--- src/common/gat_cfg.svh ---
/*
 * Sizes and constants for the graph-attention coefficient pipeline.
 * Include this header wherever a width, depth or shift is needed.
 * All RTL modules take their sizes from here.
 */

`ifndef GAT_CFG_SVH
`define GAT_CFG_SVH

// ====================
// node and vector sizes
// ====================
`define GAT_NUM_FEAT     8
`define GAT_TREE_LEVELS  3

// signed operand widths
`define GAT_A_WIDTH      8
`define GAT_WH_WIDTH     12
`define GAT_DOT_WIDTH    24

// ====================
// coefficient output
// ====================
`define GAT_COEF_WIDTH   8
`define GAT_COEF_SHIFT   8

// also the initial credit count at the ingress
`define GAT_FIFO_DEPTH   8

`endif

--- src/common/gat_ctrl_pkg.sv ---
/*
 * Control encodings of the attention pipeline.
 * Holds the host opcodes and the states of the four-phase receiver.
 */

`default_nettype none

package gat_ctrl_pkg;

  // host command opcodes
  typedef enum logic [1:0] {
    OP_NOP       = 2'd0,
    OP_LOAD_ATTN = 2'd1,
    OP_NODE      = 2'd2
  } gat_op_e;

  // four-phase receiver states
  typedef enum logic [1:0] {
    HS_IDLE      = 2'd0,
    HS_ACK       = 2'd1,
    HS_WAIT_DROP = 2'd2
  } hs_state_e;

endpackage

`default_nettype wire

--- src/common/gat_types_pkg.sv ---
/*
 * Packed data types of the attention pipeline: weight vectors, node
 * features, host commands, pipeline items and dot product results.
 * Opcode fields use the enum from the control package.
 */

`default_nettype none

`include "gat_cfg.svh"

package gat_types_pkg;

  // one signed attention weight, one half of the vector
  typedef logic signed [`GAT_A_WIDTH-1:0] attn_w_t;
  typedef attn_w_t [`GAT_NUM_FEAT-1:0] attn_half_t;

  typedef struct packed {
    attn_half_t src;
    attn_half_t nbr;
  } attn_vec_t;

  // transformed node features
  typedef logic signed [`GAT_WH_WIDTH-1:0] wh_elem_t;
  typedef wh_elem_t [`GAT_NUM_FEAT-1:0] wh_vec_t;

  // command as presented on the host link
  typedef struct packed {
    gat_ctrl_pkg::gat_op_e op;
    logic                  src_flag;
    wh_vec_t               wh;
    attn_vec_t             attn;
  } host_cmd_t;

  // item issued by the ingress into the dot stage
  typedef struct packed {
    gat_ctrl_pkg::gat_op_e op;
    logic                  src_flag;
    wh_vec_t               wh;
    attn_vec_t             attn;
  } pipe_item_t;

  typedef struct packed {
    logic                            src_flag;
    logic signed [`GAT_DOT_WIDTH-1:0] src_dot;
    logic signed [`GAT_DOT_WIDTH-1:0] nbr_dot;
  } dot_res_t;

endpackage

`default_nettype wire

--- src/design/coef_act.sv ---
/*
 * Coefficient activation. Remembers the source dot of the current subgraph
 * and turns each record into an 8-bit coefficient: ReLU of the sum,
 * shifted right and saturated. One register stage.
 */

`timescale 1ns/1ps
`default_nettype none

`include "gat_cfg.svh"

module coef_act (
  input  logic                           clk,
  input  logic                           rst_n,
  input  logic                           dot_vld_i,
  input  gat_types_pkg::dot_res_t        dot_i,
  output logic                           coef_vld_o,
  output logic [`GAT_COEF_WIDTH-1:0]     coef_o
);

  localparam int DW = `GAT_DOT_WIDTH;
  localparam int CW = `GAT_COEF_WIDTH;
  localparam int SW = DW + 1;

  logic signed [DW-1:0] src_dot_q;
  logic signed [DW-1:0] src_dot_sel;
  logic signed [SW-1:0] sum;
  logic [SW-1:0]        relu;
  logic [SW-1:0]        shifted;
  logic [CW-1:0]        coef_d;

  always_comb begin
    // a source record uses its own dot right away
    src_dot_sel = dot_i.src_flag ? $signed(dot_i.src_dot) : src_dot_q;
    sum         = SW'(src_dot_sel) + SW'($signed(dot_i.nbr_dot));
    relu        = sum[SW-1] ? '0 : SW'(sum);
    shifted     = relu >> `GAT_COEF_SHIFT;
    coef_d      = (|shifted[SW-1:CW]) ? '1 : shifted[CW-1:0];
  end

  always_ff @(posedge clk or negedge rst_n) begin
    if (!rst_n) begin
      coef_vld_o <= 1'b0;
    end else begin
      coef_vld_o <= dot_vld_i;
    end
  end

  always_ff @(posedge clk) begin
    if (dot_vld_i) begin
      coef_o <= coef_d;
      if (dot_i.src_flag) begin
        src_dot_q <= dot_i.src_dot;
      end
    end
  end

endmodule

`default_nettype wire

--- config.mk ---
export PLATFORM = sky130hd
export DESIGN_NAME = coef_act
export DESIGN_NICKNAME = d
export VERILOG_FILES = /design/src/common/gat_ctrl_pkg.sv /design/src/common/gat_types_pkg.sv /design/src/design/coef_act.sv
export VERILOG_INCLUDE_DIRS = /design/src /design/src/common
export SDC_FILE = /design/constraint.sdc
export NUM_CORES = 1
export LEC_CHECK = 0
export BUFFER_PORTS_ARGS = -buffer_cell sky130_fd_sc_hd__buf_2
export CAP_MARGIN = 10
export CELL_PAD_IN_SITES_DETAIL_PLACEMENT = 1
export CELL_PAD_IN_SITES_GLOBAL_PLACEMENT = 1
export CORE_ASPECT_RATIO = 0.9
export CORE_UTILIZATION = 35
export DETAILED_ROUTE_END_ITERATION = 6
export GPL_TIMING_DRIVEN = 0
export PLACE_DENSITY_LB_ADDON = 0.1
export SYNTH_ARGS = -nofsm -noshare
export SYNTH_HDL_FRONTEND = slang
export SYNTH_SLANG_ARGS = --single-unit
--- constraint.sdc ---
create_clock -name clk -period 8.4 [get_ports clk]
set_clock_uncertainty 0.05 [all_clocks]
set_input_delay 0.84 -clock clk [delete_from_list [all_inputs] [get_ports clk]]
set_output_delay 0.84 -clock clk [all_outputs]
set_load 0.005 [all_outputs]
# Yosys cells after proc, flatten, opt, wreduce, memory -nomap -nowiden

Cells that the tools add are included.
Widths: inputs -> output; s select.

Bits in registers: 33
Latch bits: 0
RAM bits: 0
Memory bits (read-only): 0
Input port bits: 52
Memories kept: 0

Add/sub/neg operators: 1
Multipliers: 0
Div/mod/pow operators: 0
Order comparisons: 0
Equality and inequality tests: 0
Shift-type cells: 0
Multiplexer cells: 2
Bitwise operators: 0
Reduce and logical (&&, ||, !) cells: 1

Operator list:

| cell            | count |
|---|---|
| $mux 24         | 2 |
| $add 24x24->25  | 1 |
| $reduce_or 9->1 | 1 |

# Longest topological paths before layout

Gate-level depths: netlist of the first run.

Depth in word-level cells: 4
Gate-level depth with buffers: 13
Gate-level depth less buffers: 10

# Worst setup path after synthesis of the first run

Ideal clock, no wire load.

Path kind: input port to flip-flop
From: input port dot_i[48] (netlist bit)
To: register coef_o[0], data pin
Library setup time: 0.278 ns
Data arrival time: 3.878 ns
Required time: 8.072 ns
Path slack: 4.193 ns
Stages: 12
Path buffers: 2
Cell sequence: buf_6 clkbuf_1 mux2_2 ha_1 nand2_2 or3_1 a311o_1 a21oi_2 mux2i_1 nand4_1 nor4_4 a31oi_1

Word-level cells in the longest chain between the ends: 4

RTL lines:

| element              | line           | source |
|---|---|---|
| start, declared      | coef_act.sv:16 | `input gat_types_pkg::dot_res_t dot_i,` |
| $mux 24 *            | -              |  |
| net src_dot_sel[12]  | coef_act.sv:26 | `logic signed [DW-1:0] src_dot_sel;` |
| $add 24x24->25 *     | coef_act.sv:35 | `sum = SW'(src_dot_sel) + SW'($signed(dot_i.nbr_dot));` |
| $mux 24 *            | coef_act.sv:36 | `relu = sum[SW-1] ? '0 : SW'(sum);` |
| $reduce_or 9->1      | coef_act.sv:38 | `coef_d = (\|shifted[SW-1:CW]) ? '1 : shifted[CW-1:0];` |
| end signal, assigned | coef_act.sv:51 | `coef_o <= coef_d;` |
| end, declared        | coef_act.sv:18 | `` output logic [`GAT_COEF_WIDTH-1:0] coef_o `` |

Mark *: on every way through the listed nets, which the timed path passes. The rest lies on a longest branch.
A chain may end at the register's enable or synchronous reset.

# Worst setup path after layout of the first run

From: input port dot_i[48] (netlist bit)
To: register coef_o[2], data pin

The elaborated chain is that of the path after synthesis.

==> qor.yml, run 1 <==
synth_flop_cell: "edfxtp_1"
n_antenna_cell: 0
max_stage_delay_ns: 0.54
path_max_fanout: 10
holdWs_ns: 0.269
seqCellArea_sq_um: 986
synth-xor-area-share_pct: 3.90
cpMaxStageDelayCell: "clkbuf_1"
path_cells: "buf_6, clkbuf_1, mux2_2, ha_1, nand2_2, or3_1, a311o_1, a21oi_2, mux2i_1, nand4_1, nor4_4, a31oi_1"
switchingPower_uw: 177
reg2reg_slack_ns: 4.83
synthAdderAreaFrac_pct: 10.7
setup-violations-final: 0
startpoint_type: "input pin"
core.rowCount: 29
synth_area_leaders: "edfxtp_1 36%, ha_1 11%, mux2_2 10%, a21oi_1 5.2%, nand2_1 3.6%"
synth_top_area_cell: "edfxtp_1"
synth_simple_gate_area_share_pct: 11.8
cts_buffers: 5
first_iter_violations: 135
ir_worst_vdd_mv: 0.0701
timing.final.crit_share_pct: 54.5
r2r-end: "coef_o[2]"
area_growth_pct: 18.3
cts_setup_buffers: 0
routabilityCongestion: 0.805
final_layout_size_suffix_gt1_share_pct: 31.6
clock-sinks: 33
layout_commonest_cell: "buf_2"
synth.top_cell.area_share_pct: 35.6
ant_nets: 0
grt_setup_unrepaired: "false"
hold_violations: 0
cp.required_ns: 8.36
ys_seq_elements: 33
syn-num-nets: 337
fp.dieArea_sq_um: 8060
n_fill_cell: 853
switching_share_pct: 34.0
wl_per_cell_um: 16.8
drc: 0
cts_repair_resize_count: 0
vias: 2289
clockRootBuffer: "clkbuf_8"
netlist_area_sq_um: 2700
internal-power_uw: 344
wl_um: 7090
worstPathArrival_ns: 4.53
muxShareOfSynthArea_pct: 12.4
seqPwrFrac_pct: 38.7
multi_input_area_sq_um: 1580
worst_skew_pair.late_latency_ns: 0.29
synth_cell_types: 49
syn_avg_cell_area_sq_um: 10.3
io_pins: 61
antenna_found_initial: 0
r2r_start: "src_dot_q[12]"
final.setup.tns_ns: 0
netlist_instances: 262
cts_htree_levels: 2
grt.total_usage_pct: 19.2
synth_compound_area_share_pct: 20.0
leakagePower_nw: 1.27
drv_cap: 0
layout_common_cells: "61 x buf_2, 32 x edfxtp_1, 28 x a21oi_1, 26 x nand2_1, 25 x mux2_2"
tightest_slew_ns: 0.809
vias_per_cell: 5.42
dr.pass1.iters: 4
cts_tree: "built"
dieWidth_um: 94.5
status: "completed"
initial_core_util_pct: 37.2
worstRegToRegCells: 10
synth_top_family_by_area: "compound AO/OA/AOI/OAI gates"
async_reset_ff_share_pct: 3.03
coreArea_sq_um: 7260
overflow: 0
cts_hold_buf: 0
layout.nets: 403
synth_enable_flop_cells: 32
die_y_um: 85.3
grt_pass1_wl_um: 11800
fin_crit_ns: 4.57
grt_pass1_vias: 2259
io_buffers: 59
ys_seq_area_share_pct: 36.5
slew_viol_final: 0
clockPowerShare_pct: 22.6
synth_warnings: 0
power_density_nw_per_um2: 163
worstSetupPathType: "in -> reg"
critPathCaptureType: "flop"
grt_start_max_net_pins: 34
clkTransAtPathRegs_ns: 0.07
max_freq_ghz: 0.219
hold_path_class: "in -> async"
hpwl_um: 5600
cts_buffer_depth: 2
relSlewSlack_pct: 46.0
share_comb_of_total_power_pct: 38.7
## final cells by class
cell class / instances / area share (%)
multi-input cells: 213 / 49.6
well taps: 93 / 3.65
plain buffers: 12 / 3.53
clock buffers: 7 / 2.39
repair buffers: 59 / 9.25
clock inverters: 1 / 0.157
inverters: 4 / 0.471
flip-flops and latches: 33 / 30.9
## cells in the mapped netlist, drive strengths merged, types with 2 or more instances
cell type / n
a31oi: 9
xnor2: 8
nand2: 27
a211oi: 2
a2111oi: 2
ha: 23
nand4: 8
bufbuf: 2
o22ai: 2
edfxtp: 32
a21o: 4
mux2: 25
xor2: 4
o211ai: 3
o31ai: 2
mux2i: 4
nor2: 12
o21ai: 16
clkbuf: 7
nand3: 7
nand2b: 2
buf: 3
a21oi: 30
o21a: 5
nor3: 6
inv: 4
## kinds of logic after synthesis
| family | Yosys count |
|---|---|
| xor gates and xnor gates | 12 |
| adders and majority gates | 23 |
| buffers and inverters | 16 |
| and+or+nand+nor | 66 |
| AOI/OAI and AO/OA | 83 |
| DFF | 33 |
| muxes | 29 |
## layer usage
layer / wire (um) / GRT usage, % / vias up
met3: 367 / 3.32 / 4
met1: 3660 / 28.6 / 1081
met5: 0 / 0 / -
met4: 50 / 3.72 / 0
met2: 3010 / 29.1 / 55
li1: - / - / 1149
## state kept, by name, summed over array words and instances (netlist names)
| name | flops |
|---|---|
| src_dot_q | 24 |
| coef_o | 8 |
| coef_vld_o | 1 |
## how the worst max path moves through the flow
stage | from | endpoint | slack [ns] | depth (start not counted)
2_1_floorplan | dot_i[48] | coef_o[0] | 4.19 | 12
3_3_place_gp | dot_i[48] | coef_o[1] | 3.56 | 13
3_5_place_dp | dot_i[48] | coef_o[2] | 3.47 | 13
4_1_cts | dot_i[48] | coef_o[2] | 3.77 | 13
5_1_grt | dot_i[48] | coef_o[2] | 3.52 | 13
6_report | dot_i[48] | coef_o[2] | 3.83 | 12
## per-stage QoR
step	cell area, sq um	setup WS [ns]	power (mW)	std cells	utilization [%]
after detailed placement	3110	3.47	0.407	414	42.8
after global routing	3190	3.52	0.557	422	44.0
final	3190	3.83	0.521	422	44.0
after global placement	3110	3.56	0.402	414	42.8
after CTS	3190	3.77	0.529	422	44.0
after floorplan	2700	4.19	0.348	262	-
## power groups by stage
stage / clock network (mW) / logic, mW / registers (mW)
global route: 0.127 / 0.226 / 0.203
floorplan: 0 / 0.142 / 0.206
global placement: 0 / 0.198 / 0.205
detailed placement: 0 / 0.201 / 0.206
finish: 0.118 / 0.202 / 0.202
CTS: 0.124 / 0.202 / 0.202
## critical path, delay by kind of cell
kind,cells,cell delay (ns)
and+or+nand+nor,4,1.18
adders and majority gates,1,0.44
buffers and inverters,2,0.66
AOI/OAI and AO/OA,3,0.75
muxes,2,0.65
Power figures use the tool's default switching activity.
==> run 2, diff against run 1 <==
- clock period: 8.4 -> 4.5 ns (I/O delays scaled with it)
==> qor.yml, run 2 (synthesized netlist as in run 1, its figures left out) <==
wl_per_cell_um: 16.8  # -0.15%
wl_um: 7100  # about the same
leakagePower_nw: 1.27  # +0.33%
post-route-util_pct: 44.1  # +0.14 points
critPathCaptureType: "flop"
dr.pass1.iters: 4  # unchanged
largest_register: "src_dot_q"
worstSetupPathType: "in -> reg"
cts_tree: "built"
power.total_uw: 974  # +87%
antenna_found_initial: 0  # unchanged
tightest_slew_ns: 0.795  # -0.0141 ns
place_ws_ns: -0.0434  # -3.51 ns
startpoint_type: "input pin"
grt_pass1_wl_um: 11800  # unchanged
layout_commonest_cell: "buf_2"
hold_violations: 0  # unchanged
grt_pass1_vias: 2259  # unchanged
placed_area_sq_um: 3110  # unchanged
holdWs_ns: 0.420  # +0.151 ns
fp.dieArea_sq_um: 8060  # unchanged
hold_path_class: "in -> async"
grt_start_max_net_pins: 34  # unchanged
n_antenna_cell: 0  # unchanged
cts_htree_levels: 2  # unchanged
top_regs: "src_dot_q: 24 flops, coef_o: 8 flops, coef_vld_o: 1 flops"
cp_num_buf_inv: 2  # unchanged
relSlewSlack_pct: 47.0  # +0.94 points
clockRootBuffer: "clkbuf_8"
largest_reg_flops: 24  # unchanged
routabilityCongestion: 0.805  # unchanged
crit_family: "simple AND/OR/NAND/NOR gates"
timing.final.crit_share_pct: 93.0
ant_nets: 0  # unchanged
vias: 2293  # +0.17%
dieWidth_um: 94.5  # unchanged
first_iter_violations: 146  # +8.1%
cp.required_ns: 4.46  # -3.90 ns
drv_cap: 0  # unchanged
ir_worst_vdd_mv: 0.131  # +87%
layout.nets: 404  # +0.25%
initial_core_util_pct: 37.2  # unchanged
final_layout_size_suffix_gt1_share_pct: 31.5  # -0.096 points
worstPathArrival_ns: 4.14  # -0.39 ns
grt.total_usage_pct: 19.2  # unchanged
power_density_nw_per_um2: 304  # +86%
overflow: 0  # unchanged
grt_setup_unrepaired: "false"
setup-violations-final: 0  # unchanged
status: "completed"
coreArea_sq_um: 7260  # unchanged
clkTransAtPathRegs_ns: 0.07  # about the same
max_freq_ghz: 0.239
slew_viol_final: 0  # unchanged
cts_buffer_depth: 2  # unchanged
cts_buffers: 5  # unchanged
io_buffers: 59  # unchanged
drc: 0  # unchanged
worst_skew_pair.late_latency_ns: 0.29  # about the same
core.rowCount: 29  # unchanged
fin_crit_ns: 4.19
clock-sinks: 33  # unchanged
path_max_fanout: 10  # unchanged
cpMaxStageDelayCell: "clkbuf_1"
path_cells: "buf_6, clkbuf_1, mux2_2, ha_1, nand2_2, or3_1, a311o_1, a21oi_2, mux2i_1, nand4_1, nor4_4, a31oi_1"
vias_per_cell: 5.42  # about the same
area_growth_pct: 18.6
io_pins: 61  # unchanged
setup_ws_ns: 0.313  # -3.51 ns
max_stage_delay_ns: 0.54  # about the same
hpwl_um: 5600  # unchanged
finish.instance_area_sq_um: 3200  # +0.31%
cts_repair_resize_count: 0  # unchanged
layout_common_cells: "61 x buf_2, 32 x edfxtp_1, 28 x a21oi_1, 26 x nand2_1, 25 x mux2_2"
die_y_um: 85.3  # unchanged
[run 2: cell count changes in the layout (fill, tap and decap cells not counted)]
cell,previous run,this run
dlygate4sd3_1,0,1
[run 2: timing repair]
action                    CTS  global route
buffers inserted            0             0
hold buffers                1             0
hold endpoints to repair    1             0
[run 2: power by group]
part	internal [mW]	total, mW	switching, mW
logic	0.163	0.377	0.214
registers	0.371	0.377	0.00582
clock network	0.109	0.220	0.112
[run 2: metrics by stage]
step | std cells | TNS [ns]
detailed placement | 414 | -0.0744
global placement | 414 | 0
global route | 423 | 0
CTS | 423 | 0
floorplan | 262 | 0
finish | 423 | 0
[run 2: area by class of cell]
class,count,area (sq um)
Multi-Input combinational cell,213,1580
Tap cell,93,116
Sequential cell,33,986
Clock inverter,1,5.00
Buffer,12,113
Timing Repair Buffer,60,305
Fill cell,852,4060
Clock buffer,7,76.3
Inverter,4,15.0
[run 2: metal layers]
metal | wire length, um | up-vias | global-route usage, %
li1 | - | 1153 | -
met1 | 3720 | 1083 | 28.6
met2 | 3000 | 53 | 29.1
met3 | 318 | 4 | 3.32
met4 | 50 | 0 | 3.72
met5 | 0 | - | 0
[run 2: worst paths after layout]
kind,from,end,slack (ns),cells after the start
min reg2reg,src_dot_q[23],src_dot_q[23],0.52,1
min in group clk,dot_i[47],src_dot_q[23],0.44,2
max,dot_i[48],coef_o[2],0.31,12
max reg2reg,src_dot_q[12],coef_o[2],0.93,10
min,rst_n,coef_vld_o,0.42,2
max in group asynchronous,rst_n,coef_vld_o,3.90,2
==> run 3, diff against run 2 <==
- PLACE_DENSITY: default -> 0.67
- PLACE_DENSITY_LB_ADDON: 0.1 -> default
==> qor.yml, run 3 (synthesized netlist as in run 1, its figures left out) <==
top_regs: "src_dot_q: 24 flops, coef_o: 8 flops, coef_vld_o: 1 flops"
placed_area_sq_um: 3110  # unchanged
hold_violations: 0  # unchanged
hpwl_um: 5610  # +0.14%
leakagePower_nw: 1.29  # +1.3%
timing.final.crit_share_pct: 92.0  # -1.0 points
dieWidth_um: 94.5  # unchanged
grt_setup_unrepaired: "false"
finish.instance_area_sq_um: 3240  # +1.1%
largest_register: "src_dot_q"
crit_end: "coef_o[7]"
worst_skew_pair.late_latency_ns: 0.29  # about the same
setup-violations-final: 0  # unchanged
relSlewSlack_pct: 48.7  # +1.7 points
startpoint_type: "input pin"
r2r_start: "src_dot_q[12]"
n_antenna_cell: 0  # unchanged
grt_start_max_net_pins: 34  # unchanged
clockRootBuffer: "clkbuf_8"
worstPathArrival_ns: 4.10  # -0.04 ns
power.total_mw: 1.05  # +7.5%
cp.required_ns: 4.46  # about the same
cts_buffer_depth: 2  # unchanged
ir_worst_vdd_mv: 0.141  # +8.1%
final_cell_count_no_fill: 423  # unchanged
wl_um: 6980  # -1.6%
grt_pass1_vias: 2355  # +4.2%
status: "completed"
crit_family: "simple AND/OR/NAND/NOR gates"
worstSetupPathType: "in -> reg"
antenna_found_initial: 0  # unchanged
dr.pass1.iters: 4  # unchanged
critPathCaptureType: "flop"
coreArea_sq_um: 7260  # unchanged
final.setup.tns_ns: 0  # unchanged
clock-sinks: 33  # unchanged
placedCellCount: 414  # unchanged
first_iter_violations: 92  # -37%
r2r-end: "coef_o[7]"
power_density_nw_per_um2: 324  # +6.3%
vias_per_cell: 5.47  # +0.87%
cts_repair_resize_count: 0  # unchanged
path_max_fanout: 10  # unchanged
reg2reg_slack_ns: 0.95  # +0.02 ns
layout_commonest_cell: "buf_2"
wl_per_cell_um: 16.5  # -1.6%
seqCellArea_sq_um: 986  # unchanged
final_layout_size_suffix_gt1_share_pct: 31.8  # +0.30 points
post-route-util_pct: 44.6  # +0.48 points
fp.dieArea_sq_um: 8060  # unchanged
layout.nets: 404  # unchanged
drv_cap: 0  # unchanged
cpMaxStageDelayCell: "nor4_4"
grt.total_usage_pct: 18.7  # -0.52 points
io_pins: 61  # unchanged
largest_reg_flops: 24  # unchanged
drc: 0  # unchanged
fin_crit_ns: 4.14  # -0.0467 ns
crit_cells: 12  # unchanged
crit_start: "dot_i[48]"
io_buffers: 59  # unchanged
area_growth_pct: 19.9
tightest_slew_ns: 0.770  # -0.0252 ns
n_fill_cell: 866  # +1.6%
hold_path_class: "in -> async"
initial_core_util_pct: 37.2  # unchanged
layout_common_cells: "61 x buf_2, 32 x edfxtp_1, 28 x a21oi_1, 26 x nand2_1, 25 x mux2_2"
vias: 2313  # +0.87%
overflow: 0  # unchanged
holdWs_ns: 0.420  # +0.000307 ns
cp_num_buf_inv: 2  # unchanged
grt_pass1_wl_um: 11500  # -2.6%
routabilityCongestion: 0.850  # +5.6%
cts_htree_levels: 2  # unchanged
worstRegToRegCells: 10  # unchanged
cts_tree: "built"
die_y_um: 85.3  # unchanged
slew_viol_final: 0  # unchanged
core.rowCount: 29  # unchanged
place_ws_ns: -0.00759  # +0.0358 ns
max_freq_ghz: 0.242  # +1.1%
multi_input_area_sq_um: 1580  # unchanged
path_cells: "buf_6, clkbuf_1, mux2_2, ha_1, nand2_2, or3_1, a311o_1, a21oi_2, mux2i_1, nand4_1, nor4_4, a31oi_1"
ant_nets: 0  # unchanged
clkTransAtPathRegs_ns: 0.07  # about the same
setup_ws_ns: 0.360  # +0.0467 ns
max_stage_delay_ns: 0.52  # -0.02 ns
cts_buffers: 5  # unchanged
[run 3: cell types whose count changed in the layout (fill, tap and decap cells not counted), sizes merged]
cell	before	now
bufinv	0	1
clkinv	1	0
[run 3: timing repair]
action / in CTS / in global routing
setup buffers: 0 / 0
hold buffers: 1 / 0
hold endpoints to repair: 1 / 0
[run 3: how the worst min path moves through the flow]
| stage | slack (ns) | from | end | depth (start not counted) |
|---|---|---|---|---|
| floorplan | 0.10 | rst_n | coef_vld_o | 0 |
| global placement | 0.18 | rst_n | coef_vld_o | 1 |
| detailed placement | 0.18 | rst_n | coef_vld_o | 1 |
| CTS | 0.41 | rst_n | coef_vld_o | 2 |
| global route | 0.42 | rst_n | coef_vld_o | 2 |
| finish | 0.42 | rst_n | coef_vld_o | 2 |
[run 3: where the power goes]
part | internal (mW) | switching (mW) | total [mW]
Sequential | 0.371 | 0.00562 | 0.377
Combinational | 0.163 | 0.212 | 0.376
Clock | 0.181 | 0.114 | 0.295
[run 3: cell type report]
class	count	share of cell area, %
multi-input combinational	213	49.0
sequential	33	30.5
timing repair buffer	60	9.44
tap	93	3.60
buffer	12	3.48
clock buffer	7	2.67
clock inverter	1	0.928
inverter	4	0.464
[run 3: routing by layer]
| metal | vias up | part of all wire [%] | global-route usage, % |
|---|---|---|---|
| li1 | 1149 | - | - |
| met1 | 1114 | 51 | 26.2 |
| met2 | 48 | 45 | 29.7 |
| met3 | 2 | 3.8 | 3.23 |
| met4 | 0 | 0.54 | 4.55 |
| met5 | - | 0 | 0 |
